$ cat src/source/rob_pkg.sv
// Reorder buffer package
// Sizes and the packed structs shared by the allocator, the slots,
// the retire logic and the testbench

package rob_pkg;

	localparam int ROB_DEPTH = 16;	// number of buffer slots
	localparam int ROB_IDX_W = 4;	// slot index width
	localparam int PC_W = 64;
	localparam int ARN_W = 5;	// architectural register number
	localparam int PRN_W = 6;	// 64 physical registers
	localparam logic [ARN_W-1:0] ZERO_REG = 5'd31;	// shown on an idle commit port

	// one instruction from dispatch
	typedef struct packed {
		logic [PC_W-1:0]  pc;
		logic [ARN_W-1:0] arn_dest;
		logic [PRN_W-1:0] prn_dest;
		logic             is_branch;
		logic             is_uncond;
	} dispatch_t;

	// one report from a functional unit
	typedef struct packed {
		logic                 valid;
		logic [ROB_IDX_W-1:0] idx;
		logic                 mispredict;
		logic [PC_W-1:0]      target_pc;
	} complete_t;

	// state held by a single slot
	typedef struct packed {
		dispatch_t       inst;
		logic            valid;
		logic            done;	// result written back
		logic            mispredict;
		logic [PC_W-1:0] target_pc;
	} entry_t;

	// one commit port toward the rename and fetch stages
	typedef struct packed {
		logic             valid;
		logic [PC_W-1:0]  pc;
		logic [PC_W-1:0]  target_pc;
		logic             is_branch;
		logic             is_uncond;
		logic             mispredict;	// conditional branches only
		logic [ARN_W-1:0] arn_dest;
		logic [PRN_W-1:0] prn_dest;
	} commit_t;

endpackage

$ cat src/source/rob_entry.sv
// Reorder buffer slot
// Holds one instruction from dispatch until it commits or is flushed.
// Completion marks it done and records the branch outcome.

`timescale 1ns/10ps

module rob_entry (
	input  logic                     clock,
	input  logic                     reset,
	input  logic                     load,
	input  rob_pkg::dispatch_t       load_data,
	input  logic                     complete,
	input  logic                     mispredict,
	input  logic [rob_pkg::PC_W-1:0] target_pc,
	input  logic                     clear,
	output rob_pkg::entry_t          state
);

	logic                     valid_q;
	logic                     done_q;
	logic                     mispredict_q;
	logic [rob_pkg::PC_W-1:0] target_q;
	rob_pkg::dispatch_t       inst_q;

	// occupancy and completion status
	always_ff @(posedge clock)
	begin
		if (reset || clear)	// a clear beats a load in the same cycle
		begin
			valid_q <= 1'b0;
			done_q <= 1'b0;
		end
		else if (load)
		begin
			valid_q <= 1'b1;
			done_q <= 1'b0;
		end
		else if (complete)
			done_q <= 1'b1;
	end

	always_ff @(posedge clock)
	begin
		if (load && !clear)
			inst_q <= load_data;
		if (complete)
		begin
			mispredict_q <= mispredict;
			target_q <= target_pc;	// only meaningful for branches
		end
	end

	always_comb
	begin
		state.inst = inst_q;
		state.valid = valid_q;
		state.done = done_q;
		state.mispredict = mispredict_q;
		state.target_pc = target_q;
	end

endmodule

$ cat src/source/rob_allocator.sv
// Reorder buffer allocator
// Owns the tail pointer and the occupancy count, hands out slot indices
// to dispatch and turns completion reports into per-slot strobes.
// full is raised while fewer than two slots are free.

`timescale 1ns/10ps

module rob_allocator (
	input  logic                                            clock,
	input  logic                                            reset,
	input  logic                                            load1,
	input  logic                                            load2,
	input  rob_pkg::complete_t                              complete1,
	input  rob_pkg::complete_t                              complete2,
	input  logic [rob_pkg::ROB_IDX_W-1:0]                   next_head,
	input  logic                                            flush,
	output logic [rob_pkg::ROB_IDX_W-1:0]                   idx1,
	output logic [rob_pkg::ROB_IDX_W-1:0]                   idx2,
	output logic [rob_pkg::ROB_DEPTH-1:0]                   slot_load,
	output logic [rob_pkg::ROB_DEPTH-1:0]                   slot_sel,
	output logic [rob_pkg::ROB_DEPTH-1:0]                   slot_done,
	output logic [rob_pkg::ROB_DEPTH-1:0]                   slot_mispredict,
	output logic [rob_pkg::ROB_DEPTH-1:0][rob_pkg::PC_W-1:0] slot_target,
	output logic                                            full
);

	logic [rob_pkg::ROB_IDX_W-1:0] tail_q;
	logic [rob_pkg::ROB_IDX_W-1:0] head_q;	// shadow of the retire head
	logic [rob_pkg::ROB_IDX_W:0]   count_q;	// one extra bit so 16 fits
	logic [rob_pkg::ROB_IDX_W-1:0] n_commit;
	logic [1:0]                    n_dispatch;
	logic                          take2;

	assign take2 = load1 && load2;	// load2 alone is ignored
	assign n_dispatch = take2 ? 2'd2 : {1'b0, load1};
	assign n_commit = next_head - head_q;	// 0, 1 or 2

	// indices go back to the caller in the same cycle
	assign idx1 = tail_q;
	assign idx2 = tail_q + 1'b1;

	assign full = count_q > 5'(rob_pkg::ROB_DEPTH - 2);

	// slot 1 of a pair takes dispatch2, a flush clear wins inside the slot
	always_comb
	begin
		slot_load = '0;
		slot_sel = '0;
		slot_load[idx1] = load1;
		slot_load[idx2] = slot_load[idx2] | take2;
		slot_sel[idx2] = take2;
	end

	// one-hot completion strobes
	always_comb
	begin
		slot_done = '0;
		slot_mispredict = '0;
		slot_target = '0;
		for (int i = 0; i < rob_pkg::ROB_DEPTH; i++)
		begin
			if (complete1.valid && int'(complete1.idx) == i)
			begin
				slot_done[i] = 1'b1;
				slot_mispredict[i] = complete1.mispredict;
				slot_target[i] = complete1.target_pc;
			end
			if (complete2.valid && int'(complete2.idx) == i)
			begin
				slot_done[i] = 1'b1;
				slot_mispredict[i] = complete2.mispredict;
				slot_target[i] = complete2.target_pc;
			end
		end
	end

	always_ff @(posedge clock)
	begin
		if (reset)
		begin
			tail_q <= '0;
			head_q <= '0;
			count_q <= '0;
		end
		else
		begin
			head_q <= next_head;
			if (flush)	// buffer empties behind the branch
			begin
				tail_q <= next_head;
				count_q <= '0;
			end
			else
			begin
				tail_q <= tail_q + n_dispatch;
				count_q <= count_q + n_dispatch - n_commit;
			end
		end
	end

endmodule

$ cat src/source/rob_retire.sv
// Reorder buffer retire logic
// Keeps the head pointer and commits up to two completed slots per
// cycle in program order. A committed mispredicted conditional branch
// flushes every younger slot.

`timescale 1ns/10ps

module rob_retire (
	input  logic                                     clock,
	input  logic                                     reset,
	input  rob_pkg::entry_t [rob_pkg::ROB_DEPTH-1:0] slots,
	output rob_pkg::commit_t                         commit1,
	output rob_pkg::commit_t                         commit2,
	output logic [rob_pkg::ROB_DEPTH-1:0]            clear,
	output logic [rob_pkg::ROB_IDX_W-1:0]            next_head,
	output logic                                     flush
);

	logic [rob_pkg::ROB_IDX_W-1:0] head_q;
	logic [rob_pkg::ROB_IDX_W-1:0] head_plus1;
	rob_pkg::entry_t               oldest;
	rob_pkg::entry_t               second;
	logic                          take1;
	logic                          take2;

	// unconditional branches never redirect at commit
	function automatic logic redirects(input rob_pkg::entry_t e);
		return e.mispredict && e.inst.is_branch && !e.inst.is_uncond;
	endfunction

	function automatic rob_pkg::commit_t make_commit(input rob_pkg::entry_t e,
		input logic take);
		rob_pkg::commit_t c;
		c = '0;
		c.arn_dest = rob_pkg::ZERO_REG;
		if (take)
		begin
			c.valid = 1'b1;
			c.pc = e.inst.pc;
			c.target_pc = e.target_pc;
			c.is_branch = e.inst.is_branch;
			c.is_uncond = e.inst.is_uncond;
			c.mispredict = redirects(e);
			c.arn_dest = e.inst.arn_dest;
			c.prn_dest = e.inst.prn_dest;
		end
		return c;
	endfunction

	assign head_plus1 = head_q + 1'b1;
	assign oldest = slots[head_q];
	assign second = slots[head_plus1];

	assign take1 = oldest.valid && oldest.done;
	// second port stops behind a redirecting branch on port 1
	assign take2 = take1 && second.valid && second.done && !redirects(oldest);

	assign flush = (take1 && redirects(oldest)) || (take2 && redirects(second));

	assign commit1 = make_commit(oldest, take1);
	assign commit2 = make_commit(second, take2);

	always_comb
	begin
		if (take2)
			next_head = head_q + 2'd2;
		else if (take1)
			next_head = head_plus1;
		else
			next_head = head_q;
	end

	// committed slots free up at the next edge, all of them on a flush
	always_comb
	begin
		clear = '0;
		if (flush)
			clear = '1;
		else
		begin
			clear[head_q] = take1;
			clear[head_plus1] = take2;
		end
	end

	always_ff @(posedge clock)
	begin
		if (reset)
			head_q <= '0;
		else
			head_q <= next_head;
	end

endmodule

$ cat src/source/rob_top.sv
// Reorder buffer top level
// Dual dispatch, dual completion and dual in-order commit over a
// ring of sixteen slots. Connects the allocator, the slot array and
// the retire logic.

`timescale 1ns/10ps

module rob_top (
	input  logic                          clock,
	input  logic                          reset,
	input  logic                          load1,
	input  logic                          load2,
	input  rob_pkg::dispatch_t            dispatch1,
	input  rob_pkg::dispatch_t            dispatch2,
	input  rob_pkg::complete_t            complete1,
	input  rob_pkg::complete_t            complete2,
	output logic [rob_pkg::ROB_IDX_W-1:0] idx1,
	output logic [rob_pkg::ROB_IDX_W-1:0] idx2,
	output rob_pkg::commit_t              commit1,
	output rob_pkg::commit_t              commit2,
	output logic                          full
);

	logic [rob_pkg::ROB_DEPTH-1:0]                    slot_load;
	logic [rob_pkg::ROB_DEPTH-1:0]                    slot_sel;
	logic [rob_pkg::ROB_DEPTH-1:0]                    slot_done;
	logic [rob_pkg::ROB_DEPTH-1:0]                    slot_mispredict;
	logic [rob_pkg::ROB_DEPTH-1:0][rob_pkg::PC_W-1:0] slot_target;
	logic [rob_pkg::ROB_DEPTH-1:0]                    slot_clear;
	rob_pkg::entry_t [rob_pkg::ROB_DEPTH-1:0]         slot_state;
	logic [rob_pkg::ROB_IDX_W-1:0]                    next_head;
	logic                                             flush;

	rob_allocator allocator (
		.clock(clock),
		.reset(reset),
		.load1(load1),
		.load2(load2),
		.complete1(complete1),
		.complete2(complete2),
		.next_head(next_head),
		.flush(flush),
		.idx1(idx1),
		.idx2(idx2),
		.slot_load(slot_load),
		.slot_sel(slot_sel),
		.slot_done(slot_done),
		.slot_mispredict(slot_mispredict),
		.slot_target(slot_target),
		.full(full)
	);

	for (genvar i = 0; i < rob_pkg::ROB_DEPTH; i++)
	begin : g_slot
		rob_entry entry (
			.clock(clock),
			.reset(reset),
			.load(slot_load[i]),
			.load_data(slot_sel[i] ? dispatch2 : dispatch1),	// second of a pair
			.complete(slot_done[i]),
			.mispredict(slot_mispredict[i]),
			.target_pc(slot_target[i]),
			.clear(slot_clear[i]),
			.state(slot_state[i])
		);
	end

	rob_retire retire (
		.clock(clock),
		.reset(reset),
		.slots(slot_state),
		.commit1(commit1),
		.commit2(commit2),
		.clear(slot_clear),
		.next_head(next_head),
		.flush(flush)
	);

endmodule

$ cat config.mk
export PLATFORM = sky130hd
export DESIGN_NAME = rob_top
export DESIGN_NICKNAME = d
export VERILOG_FILES = /design/src/source/rob_pkg.sv /design/src/source/rob_entry.sv /design/src/source/rob_allocator.sv /design/src/source/rob_retire.sv /design/src/source/rob_top.sv
export SDC_FILE = /design/constraint.sdc
export NUM_CORES = 2
export LEC_CHECK = 0
export BUFFER_PORTS_ARGS = -buffer_cell sky130_fd_sc_hd__buf_2
export CAP_MARGIN = 0
export CORE_MARGIN = 2
export CORE_UTILIZATION = 55
export CTS_CLUSTER_SIZE = 28
export DETAILED_ROUTE_END_ITERATION = 16
export PLACE_DENSITY = 0.8
export SKIP_CTS_REPAIR_TIMING = 1
export SLEW_MARGIN = 10
export SYNTH_ARGS = -nofsm -noshare
export SYNTH_HDL_FRONTEND = slang
export SYNTH_HIERARCHICAL = 1
export SYNTH_SLANG_ARGS = --single-unit
$ cat constraint.sdc
create_clock -name clock -period 10 [get_ports clock]
set_input_delay 0.5 -clock clock [delete_from_list [all_inputs] [get_ports clock]]
set_output_delay 0.5 -clock clock [all_outputs]
set_load 0.005 [all_outputs]
# Word-level counts from Yosys, hierarchy flattened
# Index checks and enable logic that the tools add are counted.
[word_totals]
register_bits = 2317
latch_bits = 0
mem_bits_rw = 0
rom_bits = 0
output_inout_bits = 295
memories = 0
[op_classes]
add_sub_neg = 7
multipliers = 0
n_div = 0
order_cmp = 9
n_eq_ne = 30
n_shift = 0
n_mux = 135
bitwise_logic = 4
n_reduce_logical = 118
[ops]
columns = ["operator", "n"]
rows = [
  ["64-bit 2-to-1 mux", 32],
  ["77-bit 2-to-1 mux", 16],
  ["144-bit binary-select mux with 4-bit select", 2],
  ["144-bit 2-to-1 mux", 2],
  ["143-bit 2-to-1 mux", 2],
  ["1-bit 2-to-1 mux", 69],
  ["4-bit equality test, second input constant", 16],
  ["1-bit logical AND", 63],
  ["16-bit AND", 3],
  ["2-bit OR reduction", 17],
  ["16-bit bitwise mux", 2],
  ["4-bit by 3-bit equality test with 1-bit output, second input constant", 8],
  ["4-bit by 5-bit < comparator with 1-bit output, second input constant", 4],
  ["1-bit logical NOT", 19],
  ["1-bit logical OR", 17],
  ["1-bit demux with 4-bit select", 4],
  ["4-bit by 2-bit equality test with 1-bit output, second input constant", 4],
  ["4-bit by 1-bit >= comparator with 1-bit output, second input constant", 4],
  ["16-bit 2-to-1 mux", 1],
  ["4-bit 2-to-1 mux", 3],
  ["4-bit by 1-bit adder with 4-bit output, second input constant", 2],
  ["4-bit by 1-bit equality test with 1-bit output, second input constant", 2],
  ["4-bit logical NOT", 2],
  ["5-bit by 2-bit adder with 5-bit output", 1],
  ["8 further kinds", 8],
]

# Depth between registers and ports, before layout
[logic_depth]
word_depth = 11
mapped_depth = 32
mapped_depth_nobuf = 21

# Modules after synthesis
# The synthesis kept the hierarchy.
[modules_own_cells]
columns = ["module", "instances", "cells_each", "area_per_inst_um2", "seq_area_each_um2"]
rows = [
  ["rob_entry", 16, 152, 4357.9, 4304.1],
  ["rob_retire", 1, 2261, 36701.4, 80.1],
  ["rob_top", 1, 1530, 17620.6, 0.0],
  ["rob_allocator", 1, 1783, 12829.8, 260.2],
]

# Least setup slack after synthesis
# Ideal clock, no wire load.
[synth_path]
path_kind = "reg2reg"
startpoint = "register retire/head_q[0] (netlist bit)"
endpoint = "register g_slot[1].entry.inst_q, in the netlist g_slot[1].entry/state[100], enable pin"
setup_ns = 0.521
arrival_time_ns = 7.627
setup_slack_ns = 1.852
stages_incl_launch_ff = 20
path_buffers = 11
synth_period_minus_slack_ns = 8.148
path_cell_list = "dfxtp_1 -> buf_6 -> buf_6 -> buf_6 -> buf_6 -> buf_6 -> buf_2 -> buf_2 -> buf_2 -> buf_2 -> inv_1 -> ha_1 -> buf_2 -> mux4_2 -> mux4_2 -> nor3b_1 -> a21oi_2 -> buf_6 -> o211ai_1 -> nor2b_1"
[synth_between]
elab_chain_cells = 11
[synth_rtl]
columns = ["element", "line", "source"]
rows = [
  ["from (decl)", "rob_retire.sv:19", "logic [rob_pkg::ROB_IDX_W-1:0] head_q;"],
  ["from (signal assigned)", "rob_retire.sv:91", "head_q <= next_head;"],
  ["branches (longest 8 deep; another with 4-bit by 5-bit < comparator with 1-bit output)", "-", ""],
  ["16-bit 2-to-1 mux *", "rob_retire.sv:77", "if (flush)"],
  ["via slot_clear, one bit", "rob_top.sv:29", "logic [rob_pkg::ROB_DEPTH-1:0] slot_clear;"],
  ["1-bit logical NOT *", "rob_entry.sv:44", "if (load && !clear)"],
  ["1-bit logical AND *", "rob_entry.sv:44", ""],
  ["to (signal assigned)", "rob_entry.sv:45", "inst_q <= load_data;"],
  ["to (decl)", "rob_entry.sv:23", "rob_pkg::dispatch_t inst_q;"],
]
# Mark *: on every way through the listed nets, which the timed path passes. The select of a mux whose other input is x is not followed.
# A chain may end at the register's enable or synchronous reset.

# Worst setup path in the final report
[layout_path]
startpoint = "register retire/head_q[0] (netlist bit)"
endpoint = "register g_slot[9].entry.inst_q, in the netlist g_slot[9].entry/state[118], enable pin"
[layout_between]
elab_chain_cells = 11
[layout_rtl]
columns = ["element", "line"]
rows = [
  ["branches (longest 8 deep; another with 4-bit by 5-bit < comparator with 1-bit output)", "-"],
  ["16-bit 2-to-1 mux *", "rob_retire.sv:77"],
  ["via slot_clear, one bit", "rob_top.sv:29"],
  ["1-bit logical NOT *", "rob_entry.sv:44"],
  ["1-bit logical AND *", "rob_entry.sv:44"],
  ["to (signal assigned)", "rob_entry.sv:45"],
  ["to (decl)", "rob_entry.sv:23"],
]
# Marks and branches as above.

==> flow_metrics.tcl <==
set metrics [dict create \
    result_of_the_run "finished clean" \
    chipWidth_um 503 \
    ratio_of_cells_with_drive_above_1_in_the_final_layout 0.484 \
    post_drt_wl_per_cell_um 40.5 \
    cp-start-kind "flop" \
    ys_async_sr_fraction 0 \
    netSwitchingPower_w 0.00538 \
    clk_slew_on_worst_s_h_paths_ns 0.06 \
    post_synth_instance_area_um2 137000 \
    hpwl_um 254000 \
    tritoncts.num_buffers 237 \
    slew_headroom 0.0515 \
    max-cap-violations 0 \
    ys_seq_elements 2321 \
    p_leak_nw 44.4 \
    clk_path_buf_depth 3 \
    critical_path.max_fanout 82 \
    num_vias 91100 \
    cpLargestDelayFamily "buffers and inverters" \
    groute.usage.overall 0.360 \
    seq_power_share 0.502 \
    finalHoldViolCount 0 \
    port_buffer_count 592 \
    tightest_slew_ns 1.42 \
    pwr-share-clk 0.407 \
    syn2layout_area_growth_pct 8.41 \
    detail_route.first_pass.iterations 7 \
    setup_tns_ns 0 \
    root_buffer "clkbuf_16" \
    final_period_utilization 0.784 \
    post_synthesis_share_of_cell_area_spent_on_xor_and_xnor_gates 0.00101 \
    irDropWorstVdd_uv 192 \
    multi_input_area_um2 62200 \
    finalSetupViolCount 0 \
    totalWireLength_um 464000 \
    vias_in_the_first_global_route 89500 \
    route.antenna.remaining_nets 0 \
    detail_route.vias_per_cell 7.96 \
    critPathMaxStageDelay_ns 0.95 \
    synthesis.instances 8006 \
    final_cells 11500 \
    worstSetupPathType "reg -> reg" \
    rsz0062_at_grt "false" \
    chipHeight_um 503 \
    insertion_delay_ns 0.94 \
    pin_count_of_the_biggest_net_entering_global_routing 148 \
    numPlacedInstances 10900 \
    synth_edf_count 2272 \
    p_comb_frac 0.091 \
    cell_internal_pwr_w 0.0168 \
    synth_simple_gate_area_frac 0.0254 \
    period_needed_ns 7.84 \
    drt-initial-drc-count 16800 \
    final_setup_skew_ns 0.114 \
    drv_slew 0 \
    fill_cells 17500 \
    post_layout_power_w 0.0222 \
    synth_warnings 6 \
    power_density_nw_per_um2 149 \
    rows 183 \
    tritoncts "built" \
    post_synth_fa_ha_maj_area_fraction 0.00278 \
    arrival_ns 8.37 \
    hp-class "in -> reg" \
    gp_routability_congestion 0.904 \
    antenna_found_initial 161 \
    sequential_cell_area_um2 69200 \
    grt_pass1_wl_um 650000 \
    critical_path.cell_chain "buf_4 > ha_1 > xor2_4 > buf_12 > buf_4 > mux4_2 > nor3b_1 > a21oi_2 > o211ai_1 > nor2b_4 > buf_4" \
    slowest_stage "dfxtp_4" \
    total_die_area_um2 253000 \
    synth_ff_type "edfxtp_1" \
    cts-htree-levels 4 \
    timing.critical_path.to_type "flop" \
    worst-endpoint-required_ns 10.53 \
    swShare 0.243 \
    critical-path-top-cell-by-count "buf_4" \
    yosysSeqAreaShare 0.506 \
    synth.area.mux_share 0.349 \
    drc_errors 0 \
    worst-path-buf-inv 4 \
    fmax_mhz 128 \
    average_cell_area_after_synthesis_um2 17.1 \
    effective_utilization_at_floorplan 0.552 \
    clock_sinks 2321 \
    mappedNetlistNets 8332 \
    netlist-cell-type-count 64 \
    synth_compound_area_frac 0.0715 \
    synth_top_family_by_area "multiplexers" \
    final_nets 8157 \
    boundaryPins 593 \
    globalRouteOverflowTotal 0 \
    fp.coreArea_um2 248000 \
]
[state kept, by name, indices dropped and copies added (netlist names), 5 cells and up]
signal,count
g_slot.entry/state,1232
g_slot.entry/target_q,1024
g_slot.entry/done_q,16
g_slot.entry/mispredict_q,16
g_slot.entry/valid_q,16
allocator/count_q,5
[layout make-up]
| type | count | area share |
|---|---|---|
| clock buffer | 286 | 0.0412 |
| timing repair buffer | 791 | 0.0319 |
| tap | 3330 | 0.0281 |
| sequential | 2321 | 0.466 |
| inverter | 22 | 0.000624 |
| multi-input combinational | 4458 | 0.419 |
| clock inverter | 159 | 0.0113 |
| antenna | 84 | 0.00142 |
[metrics by stage]
| stage | util | hold slack (ns) | setup WS [ns] | instance area (µm²) |
|---|---|---|---|---|
| 2_1_floorplan | - | 0.467 | 1.85 | 137000 |
| 3_3_place_gp | 0.566 | 0.497 | 2.20 | 140000 |
| 3_5_place_dp | 0.566 | 0.501 | 2.13 | 140000 |
| 4_1_cts | 0.598 | 0.0165 | 2.18 | 148000 |
| 5_1_grt | 0.598 | 0.0710 | 1.82 | 148000 |
| 6_report | 0.598 | 0.0652 | 2.16 | 148000 |
[cells in the mapped netlist, drive strengths merged (12+ instances only)]
cell type,n,area share
a21oi,12,0.00047
a22o,1046,0.067
and2,273,0.012
buf,728,0.031
clkbuf,477,0.013
dfxtp,49,0.0072
edfxtp,2272,0.50
ha,24,0.0022
inv,22,0.00062
mux2,1236,0.11
mux4,1419,0.23
nand2,88,0.0024
nand2b,15,0.00069
nand3,45,0.0016
nor2,95,0.0026
nor2b,31,0.0014
nor3,25,0.0010
nor4,17,0.0015
o211ai,12,0.00066
o21ai,22,0.00080
[power by group through the flow]
| stage | sequential, W | combinational, W | clock [W] |
|---|---|---|---|
| after floorplan | 0.0113 | 0.00132 | 0 |
| after global placement | 0.0113 | 0.00189 | 0 |
| after detailed placement | 0.0113 | 0.00194 | 0 |
| after CTS | 0.0111 | 0.00195 | 0.00897 |
| after global routing | 0.0111 | 0.00207 | 0.00935 |
| final | 0.0111 | 0.00202 | 0.00901 |
[logic make-up (layout without fill, tap and decap cells)]
logic type,after synthesis,count (layout)
xor gates and xnor gates,15,15
adders and majority gates,28,28
AOI/OAI and AO/OA,1137,1137
and+or+nand+nor,620,620
buffers and inverters,1227,1258
muxes,2658,2658
other,0,84
DFF,2321,2321
[routing by layer]
layer  up-vias  global-route usage  part of all wire
li1      33200                   -                 -
met1     46300               0.453              0.32
met2      9570               0.526              0.44
met3      1970               0.148              0.17
met4       124               0.211             0.064
met5         -                   0            0.0019
[worst paths after layout]
| path | endpoint | slack [ns] | start | cells past startpoint |
|---|---|---|---|---|
| min | g_slot[5].entry/target_q[41] | 0.07 | complete1[41] | 2 |
| max reg2reg | g_slot[9].entry/state[118] | 2.16 | retire/head_q[0] | 11 |
| min reg2reg | g_slot[1].entry/valid_q | 0.52 | g_slot[1].entry/valid_q | 2 |
| max | g_slot[9].entry/state[118] | 2.16 | retire/head_q[0] | 11 |
[cells in the final DEF, fill, tap and decap left out, types with 5 or more instances in the layout]
master / netlist / routed
clkbuf_16: 0 / 237
clkinvlp_4: 0 / 8
a22o_1: 1046 / 1046
o21ai_4: 0 / 11
nand2b_1: 15 / 11
nor2_1: 95 / 52
ha_1: 24 / 23
o211ai_1: 12 / 12
o21ai_0: 21 / 10
xnor2_1: 7 / 6
clkinv_16: 0 / 14
bufinv_16: 0 / 22
a21oi_1: 11 / 11
edfxtp_1: 2272 / 2272
buf_4: 82 / 177
buf_12: 0 / 22
nand4_1: 10 / 10
nor2_4: 0 / 43
dfxtp_1: 49 / 45
mux4_2: 1419 / 1419
diode_2: 0 / 84
clkinv_1: 0 / 60
inv_1: 21 / 20
nor3_1: 24 / 20
nor2b_1: 31 / 15
nor2b_4: 0 / 16
o31ai_1: 9 / 9
xor2_1: 7 / 5
nor4_2: 16 / 16
nand3_1: 45 / 45
mux2_2: 755 / 755
clkbuf_1: 477 / 49
clkinv_2: 0 / 50
buf_2: 356 / 592
nand2_1: 88 / 88
and2_1: 273 / 273
mux2_4: 481 / 481
Note: power is estimated with default switching activity, not from simulation.
